**config.mk**
```make
export PLATFORM = sky130hd
export DESIGN_NAME = io_subsystem
export DESIGN_NICKNAME = d
export VERILOG_FILES = /design/src/verilog/bus_pkg.sv /design/src/verilog/dev_pkg.sv /design/src/verilog/timer.sv /design/src/verilog/gpio.sv /design/src/verilog/bridge.sv /design/src/verilog/io_subsystem.sv
export VERILOG_INCLUDE_DIRS = /design/src /design/src/include
export SDC_FILE = /design/constraint.sdc
export NUM_CORES = 1
export LEC_CHECK = 0
export ABC_CLOCK_PERIOD_IN_PS = 7800
export BUFFER_PORTS_ARGS = -buffer_cell sky130_fd_sc_hd__clkbuf_2
export CORE_MARGIN = 4
export CORE_UTILIZATION = 30
export DETAILED_ROUTE_END_ITERATION = 10
export SLEW_MARGIN = 20
export SYNTH_ARGS = -nofsm -noshare
export SYNTH_HDL_FRONTEND = slang
export SYNTH_SLANG_ARGS = --single-unit
```
**constraint.sdc**
```tcl
create_clock -name clk -period 7.8 [get_ports clk]
set_input_delay 1.95 -clock clk [delete_from_list [all_inputs] [get_ports clk]]
set_output_delay 1.95 -clock clk [all_outputs]
set_load 0.005 [all_outputs]
```
**src/include/bridge_params.svh**
```systemverilog
`ifndef BRIDGE_PARAMS_SVH
`define BRIDGE_PARAMS_SVH

// ******************************
// address windows
// ******************************

// timer: ctrl, preset, count
`define BRIDGE_TIMER_LB 32'h0000_7f00
`define BRIDGE_TIMER_UB 32'h0000_7f0b

// gpio: leds, switches, keys
`define BRIDGE_GPIO_LB 32'h0000_7f10
`define BRIDGE_GPIO_UB 32'h0000_7f1b

// ******************************
// gpio widths
// ******************************

// led output register
`define LED_W 16

// dip switches, synchronized before use
`define SW_W 16

// push buttons, active high
`define KEY_W 4

`endif

```
**src/verilog/bus_pkg.sv**
```systemverilog
`default_nettype none

package bus_pkg;

	// ******************************
	// cpu side
	// ******************************

	typedef struct packed {
		logic [31:0] addr;
		logic        we;    // write strobe, one edge
		logic [31:0] wdata;
	} bus_req_t;

	// ******************************
	// device side
	// ******************************

	typedef struct packed {
		logic        sel;    // address falls in this window
		logic        we;     // already gated by sel
		logic [1:0]  offset; // word index inside the window
		logic [31:0] wdata;
	} dev_req_t;

	typedef enum logic [1:0] {
		DEV_TIMER = 2'd0,
		DEV_GPIO  = 2'd1,
		DEV_NONE  = 2'd2
	} dev_sel_e;

endpackage

`default_nettype wire

```
**src/verilog/dev_pkg.sv**
```systemverilog
`default_nettype none

package dev_pkg;

	// ******************************
	// timer
	// ******************************

	typedef enum logic [1:0] {
		MODE_ONESHOT = 2'd0,
		MODE_RELOAD  = 2'd1
	} timer_mode_e;

	typedef enum logic [1:0] {
		T_IDLE  = 2'd0,
		T_LOAD  = 2'd1,
		T_COUNT = 2'd2,
		T_IRQ   = 2'd3
	} timer_state_e;

	typedef struct packed {
		logic [27:0] rsvd;     // reads zero
		logic        irq_mask;
		timer_mode_e mode;
		logic        enable;
	} timer_ctrl_t;

	typedef enum logic [1:0] {
		TMR_CTRL   = 2'd0,
		TMR_PRESET = 2'd1,
		TMR_COUNT  = 2'd2
	} timer_reg_e;

	// ******************************
	// gpio
	// ******************************

	typedef enum logic [1:0] {
		GPIO_LED = 2'd0,
		GPIO_SW  = 2'd1,
		GPIO_KEY = 2'd2 // pending bits, write 1 to clear
	} gpio_reg_e;

endpackage

`default_nettype wire

```
**src/verilog/timer.sv**
```systemverilog
`timescale 1ns/1ps
`default_nettype none

module timer (
	input  logic              clk,
	input  logic              rst_n,
	input  bus_pkg::dev_req_t req,
	output logic [31:0]       rdata,
	output logic              irq
);
	import dev_pkg::*;

	timer_ctrl_t  ctrl;
	logic [31:0]  preset;
	logic [31:0]  count;
	timer_state_e state;
	timer_state_e state_nxt;
	timer_reg_e   reg_sel;
	logic         ctrl_wr;
	logic         preset_wr;
	logic         oneshot;
	logic         irq_entry;

	assign reg_sel   = timer_reg_e'(req.offset);
	assign ctrl_wr   = req.sel && req.we && (reg_sel == TMR_CTRL);
	assign preset_wr = req.sel && req.we && (reg_sel == TMR_PRESET);
	assign oneshot   = (ctrl.mode != MODE_RELOAD); // unused encodings act as one-shot
	assign irq_entry = (state_nxt == T_IRQ) && (state != T_IRQ);

	// ******************************
	// state machine
	// ******************************

	always_comb begin
		state_nxt = state;
		if (ctrl_wr) begin
			state_nxt = req.wdata[0] ? T_LOAD : T_IDLE; // any ctrl write restarts
		end else begin
			case (state)
				T_LOAD: begin
					state_nxt = (preset == '0) ? T_IRQ : T_COUNT;
				end
				T_COUNT: begin
					if (count == 32'd1) begin
						state_nxt = T_IRQ; // this edge takes count to zero
					end
				end
				T_IRQ: begin
					if (!oneshot) begin
						state_nxt = T_LOAD; // one cycle of irq, then reload
					end
				end
				default: begin
					state_nxt = state;
				end
			endcase
		end
	end

	always_ff @(posedge clk) begin
		if (!rst_n) begin
			state  <= T_IDLE;
			ctrl   <= '0;
			preset <= '0;
			count  <= '0;
		end else begin
			state <= state_nxt;
			if (preset_wr) begin
				preset <= req.wdata;
			end
			if (ctrl_wr) begin
				ctrl.enable   <= req.wdata[0];
				ctrl.mode     <= timer_mode_e'(req.wdata[2:1]);
				ctrl.irq_mask <= req.wdata[3];
			end else if (irq_entry && oneshot) begin
				ctrl.enable <= 1'b0;
			end
			if (!ctrl_wr) begin
				if (state == T_LOAD) begin
					count <= preset;
				end else if (state == T_COUNT) begin
					count <= count - 32'd1;
				end
			end
		end
	end

	// ******************************
	// read port and irq
	// ******************************

	always_comb begin
		rdata = '0;
		if (req.sel) begin
			case (reg_sel)
				TMR_CTRL:   rdata = ctrl;
				TMR_PRESET: rdata = preset;
				TMR_COUNT:  rdata = count;
				default:    rdata = '0; // offset 3
			endcase
		end
	end

	assign irq = (state == T_IRQ) && ctrl.irq_mask;

	// irq only once the count has run out
	a_irq_state: assert property (
		@(posedge clk) disable iff (!rst_n)
		irq |-> (state == T_IRQ) && (count == '0)
	);

	// counting is strictly downward
	a_count_down: assert property (
		@(posedge clk) disable iff (!rst_n)
		($past(state) == T_COUNT) && (state == T_COUNT) |-> (count < $past(count))
	);

endmodule

`default_nettype wire

```
**src/verilog/gpio.sv**
```systemverilog
`timescale 1ns/1ps
`default_nettype none
`include "bridge_params.svh"

module gpio (
	input  logic              clk,
	input  logic              rst_n,
	input  bus_pkg::dev_req_t req,
	input  logic [`SW_W-1:0]  switches,
	input  logic [`KEY_W-1:0] keys,
	output logic [31:0]       rdata,
	output logic [`LED_W-1:0] leds,
	output logic              irq
);
	import dev_pkg::*;

	gpio_reg_e         reg_sel;
	logic              led_wr;
	logic              key_wr;
	logic [`SW_W-1:0]  sw_meta;
	logic [`SW_W-1:0]  sw_sync;
	logic [`KEY_W-1:0] key_meta;
	logic [`KEY_W-1:0] key_sync;
	logic [`KEY_W-1:0] key_hist;
	logic [`KEY_W-1:0] key_rise;
	logic [`KEY_W-1:0] key_clr;
	logic [`KEY_W-1:0] pending;

	assign reg_sel  = gpio_reg_e'(req.offset);
	assign led_wr   = req.sel && req.we && (reg_sel == GPIO_LED);
	assign key_wr   = req.sel && req.we && (reg_sel == GPIO_KEY);
	assign key_rise = key_sync & ~key_hist;
	assign key_clr  = key_wr ? req.wdata[`KEY_W-1:0] : '0;

	// ******************************
	// registers
	// ******************************

	always_ff @(posedge clk) begin
		if (!rst_n) begin
			leds     <= '0;
			sw_meta  <= '0;
			sw_sync  <= '0;
			key_meta <= '0;
			key_sync <= '0;
			key_hist <= '0;
			pending  <= '0;
		end else begin
			if (led_wr) begin
				leds <= req.wdata[`LED_W-1:0];
			end
			sw_meta  <= switches;
			sw_sync  <= sw_meta;
			key_meta <= keys;
			key_sync <= key_meta;
			key_hist <= key_sync;
			pending  <= (pending & ~key_clr) | key_rise; // a new press beats a clear
		end
	end

	// ******************************
	// read port and irq
	// ******************************

	always_comb begin
		rdata = '0;
		if (req.sel) begin
			case (reg_sel)
				GPIO_LED: rdata = 32'(leds);
				GPIO_SW:  rdata = 32'(sw_sync);
				GPIO_KEY: rdata = 32'(pending);
				default:  rdata = '0;
			endcase
		end
	end

	assign irq = |pending;

	// every newly pending bit comes from a synchronized press
	a_pending_src: assert property (
		@(posedge clk) disable iff (!rst_n)
		((pending & ~$past(pending)) & ~($past(key_sync) & ~$past(key_sync, 2))) == '0
	);

endmodule

`default_nettype wire

```
**src/verilog/bridge.sv**
```systemverilog
`timescale 1ns/1ps
`default_nettype none
`include "bridge_params.svh"

module bridge (
	input  logic              clk,
	input  logic              rst_n,
	input  bus_pkg::bus_req_t bus,
	output bus_pkg::dev_req_t timer_req,
	output bus_pkg::dev_req_t gpio_req,
	input  logic [31:0]       timer_rdata,
	input  logic [31:0]       gpio_rdata,
	input  logic              timer_irq,
	input  logic              gpio_irq,
	output logic [31:0]       rdata,
	output logic [5:0]        hwirq
);
	import bus_pkg::*;

	dev_sel_e    dev_sel;
	logic        in_timer;
	logic        in_gpio;
	logic [31:0] timer_off;
	logic [31:0] gpio_off;

	// ******************************
	// address decode
	// ******************************

	assign in_timer = ($unsigned(bus.addr) >= $unsigned(`BRIDGE_TIMER_LB)) &&
		($unsigned(bus.addr) <= $unsigned(`BRIDGE_TIMER_UB));
	assign in_gpio  = ($unsigned(bus.addr) >= $unsigned(`BRIDGE_GPIO_LB)) &&
		($unsigned(bus.addr) <= $unsigned(`BRIDGE_GPIO_UB));

	always_comb begin
		if (in_timer) begin
			dev_sel = DEV_TIMER;
		end else if (in_gpio) begin
			dev_sel = DEV_GPIO;
		end else begin
			dev_sel = DEV_NONE; // writes here are dropped
		end
	end

	assign timer_off = bus.addr - `BRIDGE_TIMER_LB;
	assign gpio_off  = bus.addr - `BRIDGE_GPIO_LB;

	// ******************************
	// device requests
	// ******************************

	always_comb begin
		timer_req.sel    = (dev_sel == DEV_TIMER);
		timer_req.we     = bus.we && timer_req.sel;
		timer_req.offset = timer_off[3:2]; // byte to word index
		timer_req.wdata  = bus.wdata;

		gpio_req.sel    = (dev_sel == DEV_GPIO);
		gpio_req.we     = bus.we && gpio_req.sel;
		gpio_req.offset = gpio_off[3:2];
		gpio_req.wdata  = bus.wdata;
	end

	// ******************************
	// read mux and interrupts
	// ******************************

	always_comb begin
		case (dev_sel)
			DEV_TIMER: rdata = timer_rdata;
			DEV_GPIO:  rdata = gpio_rdata;
			default:   rdata = '0;
		endcase
	end

	assign hwirq = {4'b0, gpio_irq, timer_irq};

	// windows must not overlap
	a_one_hot_sel: assert property (
		@(posedge clk) disable iff (!rst_n)
		!(in_timer && in_gpio)
	);

endmodule

`default_nettype wire

```
**src/verilog/io_subsystem.sv**
```systemverilog
`timescale 1ns/1ps
`default_nettype none
`include "bridge_params.svh"

module io_subsystem (
	input  logic              clk,
	input  logic              rst_n,
	input  bus_pkg::bus_req_t bus,
	input  logic [`SW_W-1:0]  switches,
	input  logic [`KEY_W-1:0] keys,
	output logic [31:0]       rdata,
	output logic [5:0]        hwirq,
	output logic [`LED_W-1:0] leds
);
	import bus_pkg::*;

	dev_req_t    timer_req;
	dev_req_t    gpio_req;
	logic [31:0] timer_rdata;
	logic [31:0] gpio_rdata;
	logic        timer_irq;
	logic        gpio_irq;

	bridge bridge (
		.clk(clk),
		.rst_n(rst_n),
		.bus(bus),
		.timer_req(timer_req),
		.gpio_req(gpio_req),
		.timer_rdata(timer_rdata),
		.gpio_rdata(gpio_rdata),
		.timer_irq(timer_irq),
		.gpio_irq(gpio_irq),
		.rdata(rdata),
		.hwirq(hwirq)
	);

	timer timer (
		.clk(clk),
		.rst_n(rst_n),
		.req(timer_req),
		.rdata(timer_rdata),
		.irq(timer_irq)
	);

	gpio gpio (
		.clk(clk),
		.rst_n(rst_n),
		.req(gpio_req),
		.switches(switches),
		.keys(keys),
		.rdata(gpio_rdata),
		.leds(leds),
		.irq(gpio_irq)
	);

endmodule

`default_nettype wire

```
# Word level (Yosys, flattened, before mapping)
# Cells that the tools add are included.
[op_classes]
muxes = 16
n_lt_le_gt_ge = 4
n_reduce_logical = 21
n_eq_ne = 12
bitwise_logic = 6
n_addsub = 3
[op_table]
columns = ["operator", "count"]
rows = [
  ["one-hot mux 32 bit (3 select lines)", 1],
  ["greater-or-equal comparator 32 x 15 -> 1 bit (second input constant)", 2],
  ["<= comparator 32 x 15 -> 1 bit (second input constant)", 2],
  ["two-way mux 32 bit", 2],
  ["one-hot mux 32 bit (2 select lines)", 1],
  ["one-hot mux 16 bit (3 select lines)", 1],
  ["equality test 32 x 1 -> 1 bit (second input constant)", 1],
  ["logical NOT 32 bit", 1],
  ["subtractor 32 x 1 -> 32 bit (second input constant)", 1],
  ["logical AND 1 bit", 13],
  ["equality test 2 bit (second input constant)", 5],
  ["two-way mux 2 bit", 5],
  ["bitwise AND 4 bit", 2],
  ["equality test 2 x 1 -> 1 bit (second input constant)", 4],
  ["NOT 4 bit", 2],
  ["subtractor 4 x 1 -> 4 bit (second input constant)", 2],
  ["logical NOT 2 bit", 3],
  ["one-hot mux 2 bit (3 select lines)", 1],
  ["two-way mux 1 bit", 4],
  ["two-way mux 4 bit", 1],
  ["OR 4 bit", 1],
  ["nonzero test 2 bit", 2],
  ["OR reduction 4 bit", 1],
  ["inequality test 2 x 1 -> 1 bit (second input constant)", 1],
  ["other kinds (3)", 3],
]
[word_totals]
input_bits = 87
word_cells = 75
out_inout_bits = 54
ff_bits = 134

# Logic depth before layout (Yosys ltp)
[depth]
word_depth = 14
depth_mapped = 8

# Hierarchy
# From an unflattened synthesis, not the netlist that was laid out.
[hier_totals]
hier_cells = 986
hier_area_um2 = 8171.6
[by_module_without_submodules]
columns = ["mod", "n_inst", "area_each_um2", "cells_per_inst", "seq_area_each_um2"]
rows = [
  ["timer", 1, 4137.7, 566, 1401.3],
  ["gpio", 1, 2517.4, 249, 1281.2],
  ["bridge", 1, 1516.5, 171, 0.0],
]

# Worst setup path after synthesis
# OpenSTA, ideal clock, no wires.
[synth_path]
path_kind = "input -> output"
from = "in bus[62] (netlist name)"
to = "out rdata[10]"
stages = 6
setup_slack_ns = 2.140
t_required_ns = 5.850
n_path_buf = 1
t_arrival_ns = 3.710
cell_sequence = "or4_1 nor4_4 nand4_1 or2_2 clkbuf_1 o22ai_1"
[synth_between]
elab_chain_cells = 6
elab_cells_between_ends = 11
classes_between = "4 x order compare; 1 x eq/ne; 3 x mux; 3 x reduce/logical"
[synth_rtl]
columns = ["element", "line_no", "rtl"]
rows = [
  ["start, declared", "io_subsystem.sv:8", "input bus_pkg::bus_req_t bus,"],
  ["greater-or-equal comparator 32 x 15 -> 1 bit or <= comparator 32 x 15 -> 1 bit (tied branches)", "bridge.sv:32, bridge.sv:33", ""],
  ["logical AND 1 bit", "bridge.sv:32", "assign in_gpio = ($unsigned(bus.addr) >= $unsigned(`BRIDGE_GPIO_LB)) &&"],
  ["two-way mux 2 bit", "bridge.sv:38", "end else if (in_gpio) begin"],
  ["two-way mux 2 bit (*)", "bridge.sv:36", "if (in_timer) begin"],
  ["equality test 2 x 1 -> 1 bit or logical NOT 2 bit (tied branches)", "bridge.sv:58, bridge.sv:69, bridge.sv:53", ""],
  ["one-hot mux 32 bit (2 select lines) (*)", "bridge.sv:69", "case (dev_sel)"],
  ["end, declared", "io_subsystem.sv:11", "output logic [31:0] rdata,"],
]
# Mark *: on every way between the ends. The rest lies on a longest branch, timed or not.

# Worst setup path in the final report
[layout_path]
from = "in bus[35] (netlist name)"
to = "out rdata[13]"
[layout_between]
elab_chain_cells = 6
elab_cells_between_ends = 21
classes_between = "2 x add/sub; 4 x order compare; 5 x eq/ne; 5 x mux; 5 x reduce/logical"
[layout_rtl]
columns = ["element", "line_no"]
rows = [
  ["greater-or-equal comparator 32 x 15 -> 1 bit or <= comparator 32 x 15 -> 1 bit (tied branches)", "bridge.sv:32, bridge.sv:33"],
  ["logical AND 1 bit", "bridge.sv:32"],
  ["two-way mux 2 bit", "bridge.sv:38"],
  ["two-way mux 2 bit", "bridge.sv:36"],
  ["equality test 2 x 1 -> 1 bit or logical NOT 2 bit (tied branches)", "bridge.sv:58, bridge.sv:69, bridge.sv:53"],
  ["one-hot mux 32 bit (2 select lines) (*)", "bridge.sv:69"],
]
# Marks and branches as above.

==> metrics.json <==
{
  "worst_setup_path": {
    "cp_common_cell": "clkbuf_2",
    "path_max_fanout": 27,
    "data_arrival_critical_path_ns": 4.19,
    "crit_path_max_incr_delay_ns": 0.64,
    "cp_num_buf_inv": 2,
    "cp.depth": 6,
    "crit_path_cell_trace": "clkbuf_2, a221oi_1, nand4_1, or2_2, o22ai_1, clkbuf_2",
    "r2r_slack_ns": 5.11,
    "crit_path_start": "bus[35]",
    "timing.critical_path.slowest_stage_cell": "a221oi_1",
    "ff2ff_path_depth": 6,
    "worst-endpoint-required_ns": 5.85,
    "worst_r2r_endpoint": "timer.count[21]$_SDFFE_PN0P_",
    "cp-end-kind": "primary output",
    "worstSetupStartpointType": "primary input",
    "r2r_start": "timer.count[9]$_SDFFE_PN0P_",
    "timing.setup.critical_path_class": "in2out",
    "path_delay_family": "compound AO/OA/AOI/OAI gates",
    "worst_setup_path_endpoint": "rdata[13]"
  },
  "sta": {
    "setup_tns_ns": 0,
    "setup_slack_ns": 1.66,
    "period_minus_slack_ns": 6.14,
    "slew-limit-headroom_pct": 47.6,
    "hold_viol_final": 0,
    "worstMarginPinSlew_ns": 0.786,
    "report.final.setup_viol": 0,
    "achievable-frequency_mhz": 163,
    "period_share_pct": 78.7,
    "grt_setup_unrepaired": "false",
    "worst_setup_skew_after_layout_ns": 0.0117,
    "final-max-slew-violation-count": 0
  },
  "synthesis": {
    "synth_cells": 812,
    "synth_top_cell_by_area": "dfxtp_1",
    "synth.area.top_cells": "dfxtp_1, o21ai_0, nand2_1, a21oi_1, a22oi_1",
    "synth_area_um2": 6490,
    "synth_top_family_by_area": "simple AND/OR/NAND/NOR gates",
    "synth-main-ff-cell": "dfxtp_1",
    "synth_simple_gate_area_share_pct": 24.3,
    "unique_masters_post_synth": 59,
    "post-synth-top-area-fraction_pct": 41.3,
    "asyncSetResetFlopFracSynth_pct": 0,
    "synth-compound-area-share_pct": 23.6,
    "number_of_flops_mapped_to_enable_cells_by_yosys": 0,
    "synth_warnings": 0,
    "mux_share_of_post_synthesis_cell_area_pct": 3.87,
    "synth.ff_latch_count": 134,
    "synth_adder_area_share_pct": 1.35,
    "synth_seq_area_share_pct": 41.3,
    "synth_area_per_cell_um2": 8.00,
    "synth-xor-area-share_pct": 0.135
  },
  "layout": {
    "num-nets-final": 1000,
    "antenna_cells_inserted": 0,
    "post_layout_nonfiller_instances": 1194,
    "share_of_final_layout_standard_cells_stronger_than_drive_strength_1_pct": 21.3,
    "area_growth_syn_to_layout_pct": 21.4
  },
  "job": {
    "max_cap_viol_count": 0
  },
  "cts": {
    "cts_tree": "built",
    "clock_path_buffers": 2,
    "clock_insertion_delay_worst_skew_ns": 0.43,
    "root_buffer": "clkbuf_16",
    "clock_sinks": 134,
    "cts.hold.buffers_added": 0,
    "clock_tree.htree_level_count": 4,
    "path_clk_slew_ns": 0.07,
    "postCtsSetupRepairBufs": 0,
    "postCtsResizedCells": 0,
    "cts_made_buffers": 17
  },
  "floorplan": {
    "chipWidth_um": 155,
    "dieArea_um2": 24100,
    "num_io_pins": 141,
    "core-area_um2": 21200,
    "chipHeight_um": 155,
    "floorplan.rows": 53,
    "start_util_pct": 30.7
  },
  "run_status": {
    "run_status": "finished clean"
  },
  "pwr": {
    "static-leakage-power_nw": 3.11,
    "vdd.ir_drop.worst_v": 0.000125,
    "power-per-cell-area_nw_per_um2": 199
  },
  "place": {
    "post-place-cells": 1162,
    "portBuffers": 136,
    "gp_routability_congestion": 0.831,
    "dp_hpwl_um": 13300,
    "post_place_setup_slack_ns": 1.65
  },
  "grt": {
    "globalRouteTotalUtil_pct": 15.6,
    "first_pass_grt_wire_length_um": 30700,
    "via_count_of_the_first_global_routing_pass": 5899,
    "grt_antenna_before_repair": 0,
    "largest_net_degree_at_the_start_of_global_routing": 89,
    "grt_overflow": 0
  },
  "routing": {
    "detail_route.first_pass.iterations": 5,
    "iteration_0_drc_markers": 320,
    "vias_per_cell": 5.11,
    "route.vias.total": 6099,
    "drt_wl_total_um": 19100,
    "post-route-drc-count": 0,
    "ant_nets": 0,
    "detail_route.wl_per_cell_um": 16.0
  },
  "hold_path": {
    "hold_path_class": "reg2reg"
  }
}
[metal layers]
metal | global-route usage (%) | up-vias | share of wire, %
li1 | - | 3086 | -
met1 | 21.6 | 2829 | 48
met2 | 23.8 | 160 | 44
met3 | 4.39 | 24 | 6.2
met4 | 4.46 | 0 | 1.7
met5 | 0 | - | 0
[state kept, by name (all words and copies together) (netlist names)]
| name | cells |
|---|---|
| timer.preset | 32 |
| gpio.sw_meta | 16 |
| timer.count | 32 |
| gpio.sw_sync | 16 |
| gpio.key_hist | 4 |
| gpio.pending | 4 |
| timer.state | 2 |
| gpio.key_sync | 4 |
| gpio.key_meta | 4 |
| timer.ctrl | 4 |
| gpio.leds | 16 |
[power by group]
| part | total (mW) | internal (mW) | switching (mW) |
|---|---|---|---|
| Combinational | 0.0692 | 0.0300 | 0.0392 |
| Sequential | 0.698 | 0.695 | 0.00305 |
| Clock | 0.800 | 0.454 | 0.346 |
| Total | 1.57 | 1.18 | 0.389 |
[logic make-up (layout without fill, tap and decap cells)]
kind of cell	Yosys count	after routing
flops	134	134
xor+xnor	1	1
mux	25	25
other cells	1	4
compound gates	253	253
simple gates	310	310
buf+inv	81	185
fa+ha+maj	7	7
[final cells by class]
class | count | area [um^2]
repair buffers | 145 | 748
clock buffers | 17 | 425
inverters | 8 | 30.0
flip-flops and latches | 134 | 2680
fillers | 2201 | 13300
well taps | 275 | 344
clock inverters | 15 | 161
multi-input cells | 600 | 3490
[synthesized netlist by cell type (17+ instances only)]
cell	n
dfxtp_1	134
nand2_1	97
o21ai_0	82
nor2_1	67
a21oi_1	66
clkbuf_1	55
and2_1	45
a22oi_1	44
nand3_1	25
mux2i_1	24
nor4_1	17
o22ai_1	17
[cell usage in the layout, fill, tap and decap left out, drive strengths merged, types with 9 or more instances in the layout]
master / Yosys / routed
nor3: 11 / 11
inv: 8 / 16
dfxtp: 134 / 134
a21oi: 66 / 66
buf: 17 / 9
mux2i: 24 / 24
a22oi: 44 / 44
nand2: 97 / 97
nor2: 67 / 67
o41ai: 10 / 10
o21ai: 82 / 82
nand3: 25 / 25
o22ai: 17 / 17
nor4: 19 / 19
o31ai: 11 / 11
clkbuf: 55 / 153
and2: 45 / 45
[metrics by stage]
stage,hold slack (ns),total power [mW],area (um^2),utilization [%]
final,0.429,1.57,7880,37.3
after global routing,0.452,1.62,7880,37.3
after CTS,0.428,1.58,7880,37.2
after detailed placement,0.418,0.783,7290,34.5
after global placement,0.413,0.782,7290,34.5
after floorplan,0.412,0.751,6500,-
[worst register-to-register path: stages (launching register included)]
cell and delay [ns]:
dfxtp_1 0.40, nor4_1 0.57, nand4_1 0.55, or2_0 0.54, o41ai_1 0.31, nand2_1 0.09, a21oi_1 0.15
[how the worst min path moves through the flow]
stage / start / endpoint / slack, ns / cells after the start
floorplan: gpio.key_meta[0]$_SDFF_PN0_ / gpio.key_sync[0]$_SDFF_PN0_ / 0.41 / 1
global placement: gpio.sw_meta[4]$_SDFF_PN0_ / gpio.sw_sync[4]$_SDFF_PN0_ / 0.41 / 1
detailed placement: gpio.sw_meta[11]$_SDFF_PN0_ / gpio.sw_sync[11]$_SDFF_PN0_ / 0.42 / 1
CTS: gpio.sw_meta[14]$_SDFF_PN0_ / gpio.sw_sync[14]$_SDFF_PN0_ / 0.43 / 1
global route: gpio.key_meta[0]$_SDFF_PN0_ / gpio.key_sync[0]$_SDFF_PN0_ / 0.45 / 1
finish: gpio.sw_meta[14]$_SDFF_PN0_ / gpio.sw_sync[14]$_SDFF_PN0_ / 0.43 / 1
Note: power is estimated with default switching activity, not from simulation.
